==> config.mk <==
export PLATFORM = sky130hd
export DESIGN_NAME = uart_mem_bridge
export DESIGN_NICKNAME = d
export VERILOG_FILES = /design/src/rtl/mem_bridge_pkg.sv /design/src/rtl/uart_pkg.sv /design/src/rtl/byte_link_if.sv /design/src/rtl/byte_counter.sv /design/src/rtl/mem_bridge_fsm.sv /design/src/rtl/uart_mem_bridge.sv /design/src/rtl/uart_rx.sv /design/src/rtl/uart_tx.sv /design/src/rtl/word_shifter.sv
export VERILOG_INCLUDE_DIRS = /design/src /design/src/rtl
export SDC_FILE = /design/constraint.sdc
export NUM_CORES = 1
export LEC_CHECK = 0
export BUFFER_PORTS_ARGS = -buffer_cell sky130_fd_sc_hd__buf_2
export CAP_MARGIN = 0
export CORE_UTILIZATION = 30
export CTS_BUF_LIST = sky130_fd_sc_hd__clkbuf_8
export CTS_CLUSTER_SIZE = 40
export DETAILED_ROUTE_END_ITERATION = 10
export GPL_ROUTABILITY_DRIVEN = 0
export HOLD_SLACK_MARGIN = 0.02
export PLACE_DENSITY_LB_ADDON = 0.25
export SYNTH_ARGS = -nofsm -noshare
export SYNTH_HDL_FRONTEND = slang
export SYNTH_SLANG_ARGS = --single-unit
==> constraint.sdc <==
create_clock -name clk -period 7.89 [get_ports clk]
set_input_delay 0.3945 -clock clk [delete_from_list [all_inputs] [get_ports clk]]
set_output_delay 0.3945 -clock clk [all_outputs]
set_load 0.02 [all_outputs]
==> src/rtl/uart_mem_cfg.svh <==
`ifndef UART_MEM_CFG_SVH
`define UART_MEM_CFG_SVH

// Serial line timing.
// Clocks per UART bit; both ends of the link must agree on it.
`define UART_CLKS_PER_BIT 8

// Memory word geometry.
// Bytes per address or data word, sent most significant first.
`define BRIDGE_WORD_BYTES 4

`endif

==> src/rtl/mem_bridge_pkg.sv <==
package mem_bridge_pkg;

    // Address or data word of the remote memory.
    typedef logic [31:0] word_t;

    // Opcode byte sent at the head of every command.
    typedef enum logic [7:0] {
        op_read  = 8'h00,
        op_write = 8'h01
    } opcode_t;

    typedef enum logic [3:0] {
        st_idle,
        st_send_op,   // Opcode byte.
        st_wait_op,
        st_send_addr, // Four address bytes.
        st_wait_addr,
        st_send_data, // Four write data bytes.
        st_wait_data,
        st_recv,      // Four reply bytes.
        st_done
    } bridge_state_t;

endpackage

==> src/rtl/uart_pkg.sv <==
package uart_pkg;

    // One UART payload byte.
    typedef logic [7:0] byte_t;

    // Phase of a single 8N1 frame.
    typedef enum logic [1:0] {
        ph_idle,  // Line high, no frame.
        ph_start, // Low start bit.
        ph_data,  // Eight data bits, LSB first.
        ph_stop   // High stop bit.
    } uart_phase_t;

endpackage

==> src/rtl/byte_link_if.sv <==
`timescale 1ns/1ps

interface byte_link_if;
    import uart_pkg::*;

    logic  tx_start; // One-cycle strobe, only while tx_ready.
    byte_t tx_byte;
    logic  tx_ready; // High while the transmitter is idle.
    byte_t rx_byte;
    logic  rx_valid; // One-cycle pulse per good byte.

    modport ctrl (
        output tx_start,
        input  tx_ready,
        input  rx_valid,
        input  rx_byte
    );

    modport tx (
        input  tx_start,
        input  tx_byte,
        output tx_ready
    );

    modport rx (
        output rx_byte,
        output rx_valid
    );

endinterface

==> src/rtl/byte_counter.sv <==
`timescale 1ns/1ps
`include "uart_mem_cfg.svh"

module byte_counter (
    input  logic clk,
    input  logic arst_n,
    input  logic clear,
    input  logic step,
    output logic last
);

    localparam int N  = `BRIDGE_WORD_BYTES;
    localparam int IW = $clog2(N);

    logic [IW-1:0] idx;

    always_ff @(posedge clk or negedge arst_n) begin
        if (!arst_n) begin
            idx <= '0;
        end else if (clear) begin
            idx <= '0;
        end else if (step) begin
            idx <= last ? '0 : idx + 1'b1; // Wraps, ready for the next phase.
        end
    end

    assign last = (idx == IW'(N - 1));

endmodule

==> src/rtl/mem_bridge_fsm.sv <==
`timescale 1ns/1ps

module mem_bridge_fsm (
    input  logic            clk,
    input  logic            arst_n,
    input  logic            cmd_start,
    input  logic            cmd_write,
    output logic            cmd_ready,
    output logic            rdata_valid,
    byte_link_if.ctrl       link,
    output logic            op_phase,
    output uart_pkg::byte_t op_byte,
    output logic            cnt_clear,
    output logic            cnt_step,
    input  logic            cnt_last,
    output logic            load_addr,
    output logic            load_data,
    output logic            shift_out,
    output logic            shift_in
);
    import mem_bridge_pkg::*;

    bridge_state_t state;
    bridge_state_t state_nxt;
    opcode_t       op_q;

    always_ff @(posedge clk or negedge arst_n) begin
        if (!arst_n) begin
            state <= st_idle;
            op_q  <= op_read;
        end else begin
            state <= state_nxt;
            if (load_addr) begin
                op_q <= cmd_write ? op_write : op_read;
            end
        end
    end

    always_comb begin
        state_nxt     = state;
        link.tx_start = 1'b0;
        cnt_clear     = 1'b0;
        cnt_step      = 1'b0;
        load_addr     = 1'b0;
        load_data     = 1'b0;
        shift_out     = 1'b0;
        shift_in      = 1'b0;
        case (state)
            st_idle: begin
                if (cmd_start) begin
                    load_addr = 1'b1; // Address is valid only in this cycle.
                    cnt_clear = 1'b1;
                    state_nxt = st_send_op;
                end
            end
            st_send_op: begin
                if (link.tx_ready) begin
                    link.tx_start = 1'b1;
                    state_nxt     = st_wait_op;
                end
            end
            st_wait_op: state_nxt = st_send_addr;
            st_send_addr: begin
                if (link.tx_ready) begin
                    link.tx_start = 1'b1;
                    state_nxt     = st_wait_addr;
                end
            end
            st_wait_addr: begin
                shift_out = 1'b1;
                cnt_step  = 1'b1;
                if (!cnt_last) begin
                    state_nxt = st_send_addr;
                end else if (op_q == op_write) begin
                    load_data = 1'b1;
                    state_nxt = st_send_data;
                end else begin
                    state_nxt = st_recv;
                end
            end
            st_send_data: begin
                if (link.tx_ready) begin
                    link.tx_start = 1'b1;
                    state_nxt     = st_wait_data;
                end
            end
            st_wait_data: begin
                shift_out = 1'b1;
                cnt_step  = 1'b1;
                state_nxt = cnt_last ? st_done : st_send_data;
            end
            st_recv: begin
                if (link.rx_valid) begin
                    shift_in = 1'b1;
                    cnt_step = 1'b1;
                    if (cnt_last) begin
                        state_nxt = st_done;
                    end
                end
            end
            st_done: begin
                // A write waits for the last stop bit to leave the line.
                if (op_q == op_read || link.tx_ready) begin
                    state_nxt = st_idle;
                end
            end
            default: state_nxt = st_idle;
        endcase
    end

    assign cmd_ready   = (state == st_idle);
    assign rdata_valid = (state == st_done) && (op_q == op_read);
    assign op_phase    = (state == st_send_op);
    assign op_byte     = op_q;

endmodule

==> src/rtl/uart_mem_bridge.sv <==
`timescale 1ns/1ps

module uart_mem_bridge (
    input  logic                  clk,
    input  logic                  arst_n,
    input  logic                  uart_rx,
    output logic                  uart_tx,
    input  logic                  cmd_start,
    input  logic                  cmd_write,
    output logic                  cmd_ready,
    input  mem_bridge_pkg::word_t addr,
    input  mem_bridge_pkg::word_t wdata,
    output mem_bridge_pkg::word_t rdata,
    output logic                  rdata_valid
);
    import uart_pkg::*;

    byte_link_if link ();

    logic  op_phase;
    byte_t op_byte;
    byte_t out_byte;
    logic  cnt_clear;
    logic  cnt_step;
    logic  cnt_last;
    logic  load_addr;
    logic  load_data;
    logic  shift_out;
    logic  shift_in;

    assign link.tx_byte = op_phase ? op_byte : out_byte; // Opcode first, then word bytes.

    mem_bridge_fsm u_fsm (
        .clk         (clk),
        .arst_n      (arst_n),
        .cmd_start   (cmd_start),
        .cmd_write   (cmd_write),
        .cmd_ready   (cmd_ready),
        .rdata_valid (rdata_valid),
        .link        (link),
        .op_phase    (op_phase),
        .op_byte     (op_byte),
        .cnt_clear   (cnt_clear),
        .cnt_step    (cnt_step),
        .cnt_last    (cnt_last),
        .load_addr   (load_addr),
        .load_data   (load_data),
        .shift_out   (shift_out),
        .shift_in    (shift_in)
    );

    byte_counter u_counter (
        .clk    (clk),
        .arst_n (arst_n),
        .clear  (cnt_clear),
        .step   (cnt_step),
        .last   (cnt_last)
    );

    word_shifter u_shifter (
        .clk       (clk),
        .arst_n    (arst_n),
        .addr      (addr),
        .wdata     (wdata),
        .load_addr (load_addr),
        .load_data (load_data),
        .shift_out (shift_out),
        .shift_in  (shift_in),
        .rx_byte   (link.rx_byte),
        .out_byte  (out_byte),
        .rdata     (rdata)
    );

    uart_tx u_uart_tx (
        .clk     (clk),
        .arst_n  (arst_n),
        .link    (link),
        .uart_tx (uart_tx)
    );

    uart_rx u_uart_rx (
        .clk     (clk),
        .arst_n  (arst_n),
        .uart_rx (uart_rx),
        .link    (link)
    );

endmodule

==> src/rtl/uart_rx.sv <==
`timescale 1ns/1ps
`include "uart_mem_cfg.svh"

module uart_rx (
    input  logic    clk,
    input  logic    arst_n,
    input  logic    uart_rx,
    byte_link_if.rx link
);
    import uart_pkg::*;

    localparam int CPB  = `UART_CLKS_PER_BIT;
    localparam int HALF = CPB / 2;
    localparam int TW   = $clog2(CPB);

    logic          rx_meta;
    logic          rx_sync;
    logic          rx_prev;
    uart_phase_t   phase;
    logic [TW-1:0] timer;
    logic [2:0]    bit_idx;
    byte_t         shreg;
    logic          bit_end;
    logic          mid_start;
    logic          fall;

    assign bit_end   = (timer == TW'(CPB - 1));
    assign mid_start = (timer == TW'(HALF - 1));
    assign fall      = rx_prev & ~rx_sync;

    always_ff @(posedge clk or negedge arst_n) begin
        if (!arst_n) begin
            rx_meta <= 1'b1;
            rx_sync <= 1'b1;
            rx_prev <= 1'b1;
        end else begin
            rx_meta <= uart_rx;
            rx_sync <= rx_meta;
            rx_prev <= rx_sync;
        end
    end

    always_ff @(posedge clk or negedge arst_n) begin
        if (!arst_n) begin
            phase         <= ph_idle;
            timer         <= '0;
            bit_idx       <= '0;
            link.rx_valid <= 1'b0;
        end else begin
            link.rx_valid <= 1'b0;
            timer         <= bit_end ? '0 : timer + 1'b1;
            case (phase)
                ph_idle: begin
                    timer <= '0;
                    if (fall) begin
                        phase <= ph_start;
                    end
                end
                ph_start: begin
                    if (mid_start) begin
                        timer <= '0;
                        phase <= rx_sync ? ph_idle : ph_data; // Glitch check at half bit.
                        bit_idx <= '0;
                    end
                end
                ph_data: begin
                    if (bit_end) begin
                        bit_idx <= bit_idx + 1'b1;
                        if (bit_idx == 3'd7) begin
                            phase <= ph_stop;
                        end
                    end
                end
                default: begin
                    if (bit_end) begin
                        phase         <= ph_idle;
                        link.rx_valid <= rx_sync; // Low stop bit drops the byte.
                    end
                end
            endcase
        end
    end

    always_ff @(posedge clk) begin
        if (phase == ph_data && bit_end) begin
            shreg <= {rx_sync, shreg[7:1]};
        end
        if (phase == ph_stop && bit_end) begin
            link.rx_byte <= shreg;
        end
    end

endmodule

==> src/rtl/uart_tx.sv <==
`timescale 1ns/1ps
`include "uart_mem_cfg.svh"

module uart_tx (
    input  logic    clk,
    input  logic    arst_n,
    byte_link_if.tx link,
    output logic    uart_tx
);
    import uart_pkg::*;

    localparam int CPB = `UART_CLKS_PER_BIT;
    localparam int TW  = $clog2(CPB);

    uart_phase_t   phase;
    logic [TW-1:0] timer;
    logic [2:0]    bit_idx;
    byte_t         shreg;
    logic          bit_end;

    assign bit_end       = (timer == TW'(CPB - 1));
    assign link.tx_ready = (phase == ph_idle);

    always_ff @(posedge clk or negedge arst_n) begin
        if (!arst_n) begin
            phase   <= ph_idle;
            timer   <= '0;
            bit_idx <= '0;
            uart_tx <= 1'b1; // Line idles high.
        end else begin
            if (phase != ph_idle) begin
                timer <= bit_end ? '0 : timer + 1'b1;
            end
            case (phase)
                ph_idle: begin
                    if (link.tx_start) begin
                        phase   <= ph_start;
                        timer   <= '0;
                        uart_tx <= 1'b0;
                    end
                end
                ph_start: begin
                    if (bit_end) begin
                        phase   <= ph_data;
                        bit_idx <= '0;
                        uart_tx <= shreg[0];
                    end
                end
                ph_data: begin
                    if (bit_end) begin
                        if (bit_idx == 3'd7) begin
                            phase   <= ph_stop;
                            uart_tx <= 1'b1;
                        end else begin
                            bit_idx <= bit_idx + 1'b1;
                            uart_tx <= shreg[1]; // Next bit, shreg shifts on this edge.
                        end
                    end
                end
                default: begin
                    if (bit_end) begin
                        phase <= ph_idle;
                    end
                end
            endcase
        end
    end

    always_ff @(posedge clk) begin
        if (phase == ph_idle && link.tx_start) begin
            shreg <= link.tx_byte;
        end else if (phase == ph_data && bit_end) begin
            shreg <= {1'b0, shreg[7:1]};
        end
    end

endmodule

==> src/rtl/word_shifter.sv <==
`timescale 1ns/1ps
`include "uart_mem_cfg.svh"

module word_shifter (
    input  logic                  clk,
    input  logic                  arst_n,
    input  mem_bridge_pkg::word_t addr,
    input  mem_bridge_pkg::word_t wdata,
    input  logic                  load_addr,
    input  logic                  load_data,
    input  logic                  shift_out,
    input  logic                  shift_in,
    input  uart_pkg::byte_t       rx_byte,
    output uart_pkg::byte_t       out_byte,
    output mem_bridge_pkg::word_t rdata
);
    import mem_bridge_pkg::*;

    localparam int WB = `BRIDGE_WORD_BYTES * 8;

    word_t word_q;

    // Outgoing word, most significant byte on top.
    always_ff @(posedge clk) begin
        if (load_addr) begin
            word_q <= addr;
        end else if (load_data) begin
            word_q <= wdata; // Wins over the shift of the last address byte.
        end else if (shift_out) begin
            word_q <= word_q << 8;
        end
    end

    assign out_byte = word_q[WB-1 -: 8];

    // Reply bytes enter at the bottom.
    always_ff @(posedge clk or negedge arst_n) begin
        if (!arst_n) begin
            rdata <= '0;
        end else if (shift_in) begin
            rdata <= {rdata[WB-9:0], rx_byte};
        end
    end

endmodule

== Word level (Yosys, flattened, before mapping) ==
Index checks and enable logic that the tools add are counted.
Widths: inputs -> output; s select.
Storage, ports and cells
  output and inout bits: 35
  latch bits: 0
  register bits after elaboration: 123
  input bits: 69
  word-level logic and storage cells: 156
  bits in writable memories: 0
  memories kept: 0
  memory bits (read-only): 0
Operators by class
  shift operators: 0
  order comparisons: 0
  multiplexer cells: 66
  bitwise gates (word level): 2
  eq/ne operators: 36
  reduce and logical (&&, ||, !) cells: 28
  add/subtract/negate cells: 5
  $mul: 0
  div/mod/pow operators: 0
Operators by type and width (count)
  $mux 32: 3
  $mux 4: 9
  $pmux 4 s9: 1
  $mux 3: 11
  $mux 2: 15
  $ne 2x1->1 const B: 14
  $mux 8: 3
  $pmux 3 s2: 3
  $mux 1: 17
  $eq 4x3->1 const B: 4
  $add 3x1->3 const B: 4
  $eq 3x3->1 const B: 4
  $pmux 2 s3: 2
  $reduce_bool 2->1: 6
  $reduce_and 5->1: 2
  $reduce_bool 3->1: 3
  $eq 2x2->1 const B: 4
  $eq 4x2->1 const B: 2
  $eq 8x1->1 const B: 1
  $logic_not 8->1: 1
  $reduce_and 4->1: 2
  $reduce_and 7->1: 1
  $reduce_or 3->1: 2
  $logic_and 1x1->1: 5
  15 further kinds: 18

== Depth between registers and ports, before layout ==
  depth in word-level cells: 6
  depth in mapped cells: 8
  mapped depth without buffers: 6

== Cells and area by module ==
From an unflattened synthesis, not the netlist that was laid out.
Unflattened totals
  cell total of the unflattened synthesis: 437
  area, all modules: 5878.1 um^2
Modules (own cells, without submodules)
  word_shifter: area each 3024.2 um^2, instances 1, seq. area each 1761.7 um^2, cells an instance 200
  uart_rx: area each 1098.6 um^2, instances 1, seq. area each 784.5 um^2, cells an instance 69
  uart_tx: area each 969.7 um^2, instances 1, seq. area each 466.7 um^2, cells an instance 80
  mem_bridge_fsm: area each 558.0 um^2, instances 1, seq. area each 125.1 um^2, cells an instance 71
  uart_mem_bridge: area each 131.4 um^2, instances 1, seq. area each 0.0 um^2, cells an instance 9
  byte_counter: area each 96.3 um^2, instances 1, seq. area each 50.0 um^2, cells an instance 8

== Least setup slack after synthesis ==
OpenSTA, ideal clock, no wires.
  kind: reg2reg
  start point: register u_fsm.state[0]
  end point: register u_shifter.word_q[0] (enable)
  path buffers: 2
  data arrival time: 3.002 ns
  cell stages (with the launch flop): 4
  data required time: 7.424 ns
  setup time: 0.466 ns
  path slack: 4.422 ns
  period minus slack after synthesis: 3.468 ns
  cell sequence: dfrtp_1 > buf_2 > buf_1 > o21ai_0
Between the ends
  word-level cells in the longest chain between the ends: 4
  elaborated cells on any way between the ends: 8
  those cells by class: eq/ne (2); mux (3); reduce/logical (3)
RTL lines
  from (decl): line mem_bridge_fsm.sv:23  | bridge_state_t state;
  from (signal assigned): line mem_bridge_fsm.sv:29  | state <= st_idle;
  from (signal assigned): line mem_bridge_fsm.sv:32  | state <= state_nxt;
  $eq 4x3->1: line mem_bridge_fsm.sv:48  | case (state)
  $reduce_or 2->1 (no line)
  $mux 1: line mem_bridge_fsm.sv:48
  $reduce_bool 3->1 (no line) (*)
  to (signal assigned): line word_shifter.sv:26  | word_q <= addr;
  to (signal assigned): line word_shifter.sv:28  | word_q <= wdata;
  to (signal assigned): line word_shifter.sv:30  | word_q <= word_q << 8;
  to (decl): line word_shifter.sv:21  | word_t word_q;
Every way passes the cells marked *; elsewhere a longest branch is shown, timed or not.
A chain may end at the register's enable or synchronous reset.

== Worst setup path in the final report ==
  start point: register u_fsm.state[1]
  end point: register u_shifter.word_q[20] (enable)
Same word-level chain as after synthesis.

==> results.txt <==
- The tree is rooted in a sky130_fd_sc_hd__clkbuf_8.
* Effective utilization at floorplan: 30.8%
- The number of global-route vias before repair came to 3,496.
* Library cell occupying the most area in the post-synthesis netlist: sky130_fd_sc_hd__edfxtp_1
- The later pin in the worst-skew pair is clocked with a latency of 0.43 ns.
- In this run the deepest clock path goes through 2 buffers.
- Die span in y: between 100 and 150 um
- In this run the most critical hold path is launched from uart_rx.
- For this run, the register share of the synthesized area comes to 59.6%.
* Share of final-layout standard cells stronger than drive strength 1: approximately a third
- Residual antenna-violating net count after detailed routing: 0
- The final-report hold violation count was 0.
- Share of async-settable or async-resettable flops after synthesis: approximately half
* Number of nets at the end of the flow: 622
- # rows: 48
- Area growth from synthesis to layout: 20.7%
- Count of flip-flops with a built-in enable after synthesis: 56
- Via/cell ratio: between 4 and 5
* Run status: finished, final reports clean
- Synthesized instance count: 432
- Fraction of post-synthesis cell area in the top cell type by area: a little under a third
- The analysis attributes to cell leakage a power of 2.99 nW.
* Diode insertion count for antenna repair: 0
- Total die area: 18,400 um^2
* Vias after detailed routing: 3,555
* Average instance area after synthesis: 12.4 um^2
* Wirelength, routed: 10,400 um
- The clock drives around 120 sinks.
* Setup repair after global routing missed its margin: false
- Counting every net in the synthesized netlist gives 521.
* Max-cap violations: 0
- Number of buffers created by CTS: 17
- Top post-synthesis cells by area: sky130_fd_sc_hd__edfxtp_1 31%, sky130_fd_sc_hd__dfrtp_1 26%, sky130_fd_sc_hd__mux2_4 8.4%
* Total global-route track usage: 12.0%
- Clk slew on worst S/H paths: 0.07 ns
- Post-Syn Area: 5350 um^2
- Final slew viol count: 0
- The final critical path takes up 33.0% of the cycle.
* Maximum vdd ir drop: 0.118 mV
- Antenna violations before repair: 1
- Setup violations remaining at the end of the flow were counted as 0.
* Drt wl/cell: about 13 um
- Pin placement for this block handled around 100 I/O pins.
- In this run the worst hold path is classified as in -> reg.
- DRC violation count after routing: 0
- Placeable core area: 17,400 um^2
- For this run, the top clock speed supported by timing is 384 MHz.
- In the synthesized netlist the dominant register cell turns out to be sky130_fd_sc_hd__edfxtp_1.
- After filler insertion, the fill cell instance count of the layout stands at 1,711.
* Type of the worst setup path: reg -> reg
* Number of register bits inferred by synthesis: 116
- For the final routed database, the setup TNS stands at 0 ns.
- At the worst endpoint, the arrival time is 2.69 ns.
- For this run, the number of Yosys warnings is 0.
- Critical path endpoint category: register
- Critical path data required time: around 8.0 ns
- Measured along the x axis, the die boundary spans between 100 and 150 um.
- Gates resized during post-CTS repair numbered 0.
- STA classifies the critical path startpoint as a register.
- Pin count of the biggest net entering global routing: 61
* Reg-to-reg startpoint: u_fsm.state[1]
- Worst Max-Slew Pin Slew: 1.09 ns
- Number of port buffers: around 100
* Largest fanout on the critical path: 34
* Global-route wire length before repair: 17,100 um
* Setup skew after layout: 0.0101 ns
* Launching element of the worst setup path: u_fsm.state[1]
- CTS built an H-tree with a depth of 4.
- Registers take 3190 um^2.
- Footprint of the multi-input gates: 1990 um^2
- Once detailed placement completed, the half-perimeter wirelength came to 7090 um.
* Power density normalized to cell area: 302 nW/um^2
* Worst slew slack as a fraction of its limit: a little over a quarter
* Post-CTS Setup Inserts: 0
- Detailed-routing iteration count for the pre-antenna-repair pass: 6
- Ranked by instance count, the synthesized netlist is headed by 56 x sky130_fd_sc_hd__dfrtp_1, 56 x sky130_fd_sc_hd__edfxtp_1, 53 x sky130_fd_sc_hd__nand2_1, 44 x sky130_fd_sc_hd__nor2_1, 37 x sky130_fd_sc_hd__a21oi_1.
* Total Power: 1.95 mW
- Netlist cell types: between 50 and 60
* Minimum period implied by the final worst setup slack: ~2.6 ns
- Hold-fix buffers, CTS: 0
* CTS tree: done
* Congestion Overflow GR: 0
* Initial drt markers: 134
==> state kept, by name (all words and copies together) (netlist names), 2 cells and up <==
signal                  cells
u_counter.idx               2
u_fsm.state                 4
u_shifter.rdata            32
u_shifter.word_q           32
u_uart_rx.bit_idx           3
u_uart_rx.link.rx_byte      8
u_uart_rx.phase             2
u_uart_rx.shreg             8
u_uart_rx.timer             3
u_uart_tx.bit_idx           3
u_uart_tx.phase             2
u_uart_tx.shreg             8
u_uart_tx.timer             3
==> area by class of cell <==
| type | instances | area share (%) |
|---|---|---|
| Timing Repair Buffer | 106 | 8.33 |
| Sequential cell | 116 | 49.4 |
| Clock buffer | 17 | 3.62 |
| Clock inverter | 15 | 2.83 |
| Multi-Input combinational cell | 281 | 30.9 |
| Tap cell | 225 | 4.36 |
| Inverter | 11 | 0.639 |
==> report_power, final <==
part / leakage (nW) / internal (mW) / switching (mW) / total (mW)
Combinational: 1.47 / 0.216 / 0.284 / 0.500
Sequential: 1.31 / 0.798 / 0.0896 / 0.887
Clock: 0.204 / 0.314 / 0.251 / 0.565
==> worst max-delay path: stages, from the launching register on <==
cell	delay, ns
sky130_fd_sc_hd__dfrtp_1	0.57
sky130_fd_sc_hd__nor4_2	0.40
sky130_fd_sc_hd__nand2_1	0.68
sky130_fd_sc_hd__o21ai_2	0.21
sky130_fd_sc_hd__buf_4	0.40
==> layer usage <==
layer / vias up / wire length [um] / global-route usage [%]
li1: 1756 / - / -
met1: 1713 / 4880 / 15.5
met2: 69 / 4910 / 18.3
met3: 15 / 401 / 3.59
met4: 2 / 163 / 5.81
met5: - / 13 / 0
==> per-stage QoR <==
step,hold slack [ns],area (um^2),setup slack (ns),cells,utilization (%)
2_1_floorplan,0.0989,5350,4.42,432,-
3_5_place_dp,0.351,6040,5.29,739,34.8
4_1_cts,0.0404,6460,5.28,771,37.2
6_report,0.0707,6460,5.28,771,37.2
5_1_grt,0.0417,6460,5.03,771,37.2
3_3_place_gp,0.346,6040,5.31,739,34.8
==> cells in the final DEF (no fill, tap or decap), types with 2 or more instances in the layout <==
cell type	instances
sky130_fd_sc_hd__clkinv_4	5
sky130_fd_sc_hd__dfrtp_1	56
sky130_fd_sc_hd__nand3_1	3
sky130_fd_sc_hd__o31ai_1	2
sky130_fd_sc_hd__clkinvlp_4	3
sky130_fd_sc_hd__o21ai_0	8
sky130_fd_sc_hd__a22oi_1	2
sky130_fd_sc_hd__buf_4	3
sky130_fd_sc_hd__mux2_1	3
sky130_fd_sc_hd__a22o_1	16
sky130_fd_sc_hd__nor2b_1	3
sky130_fd_sc_hd__bufinv_16	3
sky130_fd_sc_hd__inv_1	11
sky130_fd_sc_hd__nor3_1	6
sky130_fd_sc_hd__edfxtp_1	56
sky130_fd_sc_hd__ha_1	20
sky130_fd_sc_hd__nor2_1	44
sky130_fd_sc_hd__and2_1	4
sky130_fd_sc_hd__a31oi_1	10
sky130_fd_sc_hd__o21bai_1	2
sky130_fd_sc_hd__inv_6	2
sky130_fd_sc_hd__and3_1	2
sky130_fd_sc_hd__clkbuf_8	17
sky130_fd_sc_hd__mux2_4	30
sky130_fd_sc_hd__mux2i_1	7
sky130_fd_sc_hd__a21oi_1	37
sky130_fd_sc_hd__nand2_1	53
sky130_fd_sc_hd__buf_2	103
sky130_fd_sc_hd__mux2_2	3
sky130_fd_sc_hd__nand2b_1	2
sky130_fd_sc_hd__dfstp_2	4
==> cells by family after synthesis <==
kind of cell	after synthesis	synth area share, %
DFF	116	59.6
adders and majority gates	20	4.68
AOI/OAI and AO/OA	91	10.9
xor gates and xnor gates	1	0.164
buffers and inverters	35	3.27
muxes	43	11.0
and+or+nand+nor	126	10.4
==> final timing paths <==
path / end / slack (ns) / cells past startpoint
worst max-delay path: u_shifter.word_q[20] / 5.28 / 4
min in group asynchronous: u_uart_rx.timer[1] / 0.11 / 2
worst min-delay path: u_uart_rx.rx_meta / 0.07 / 1
worst min register to register: u_uart_rx.rx_sync / 0.36 / 0
max in group asynchronous: u_uart_tx.timer[0] / 7.26 / 2
worst max register to register: u_shifter.word_q[20] / 5.28 / 4
Power figures use the tool's default switching activity.
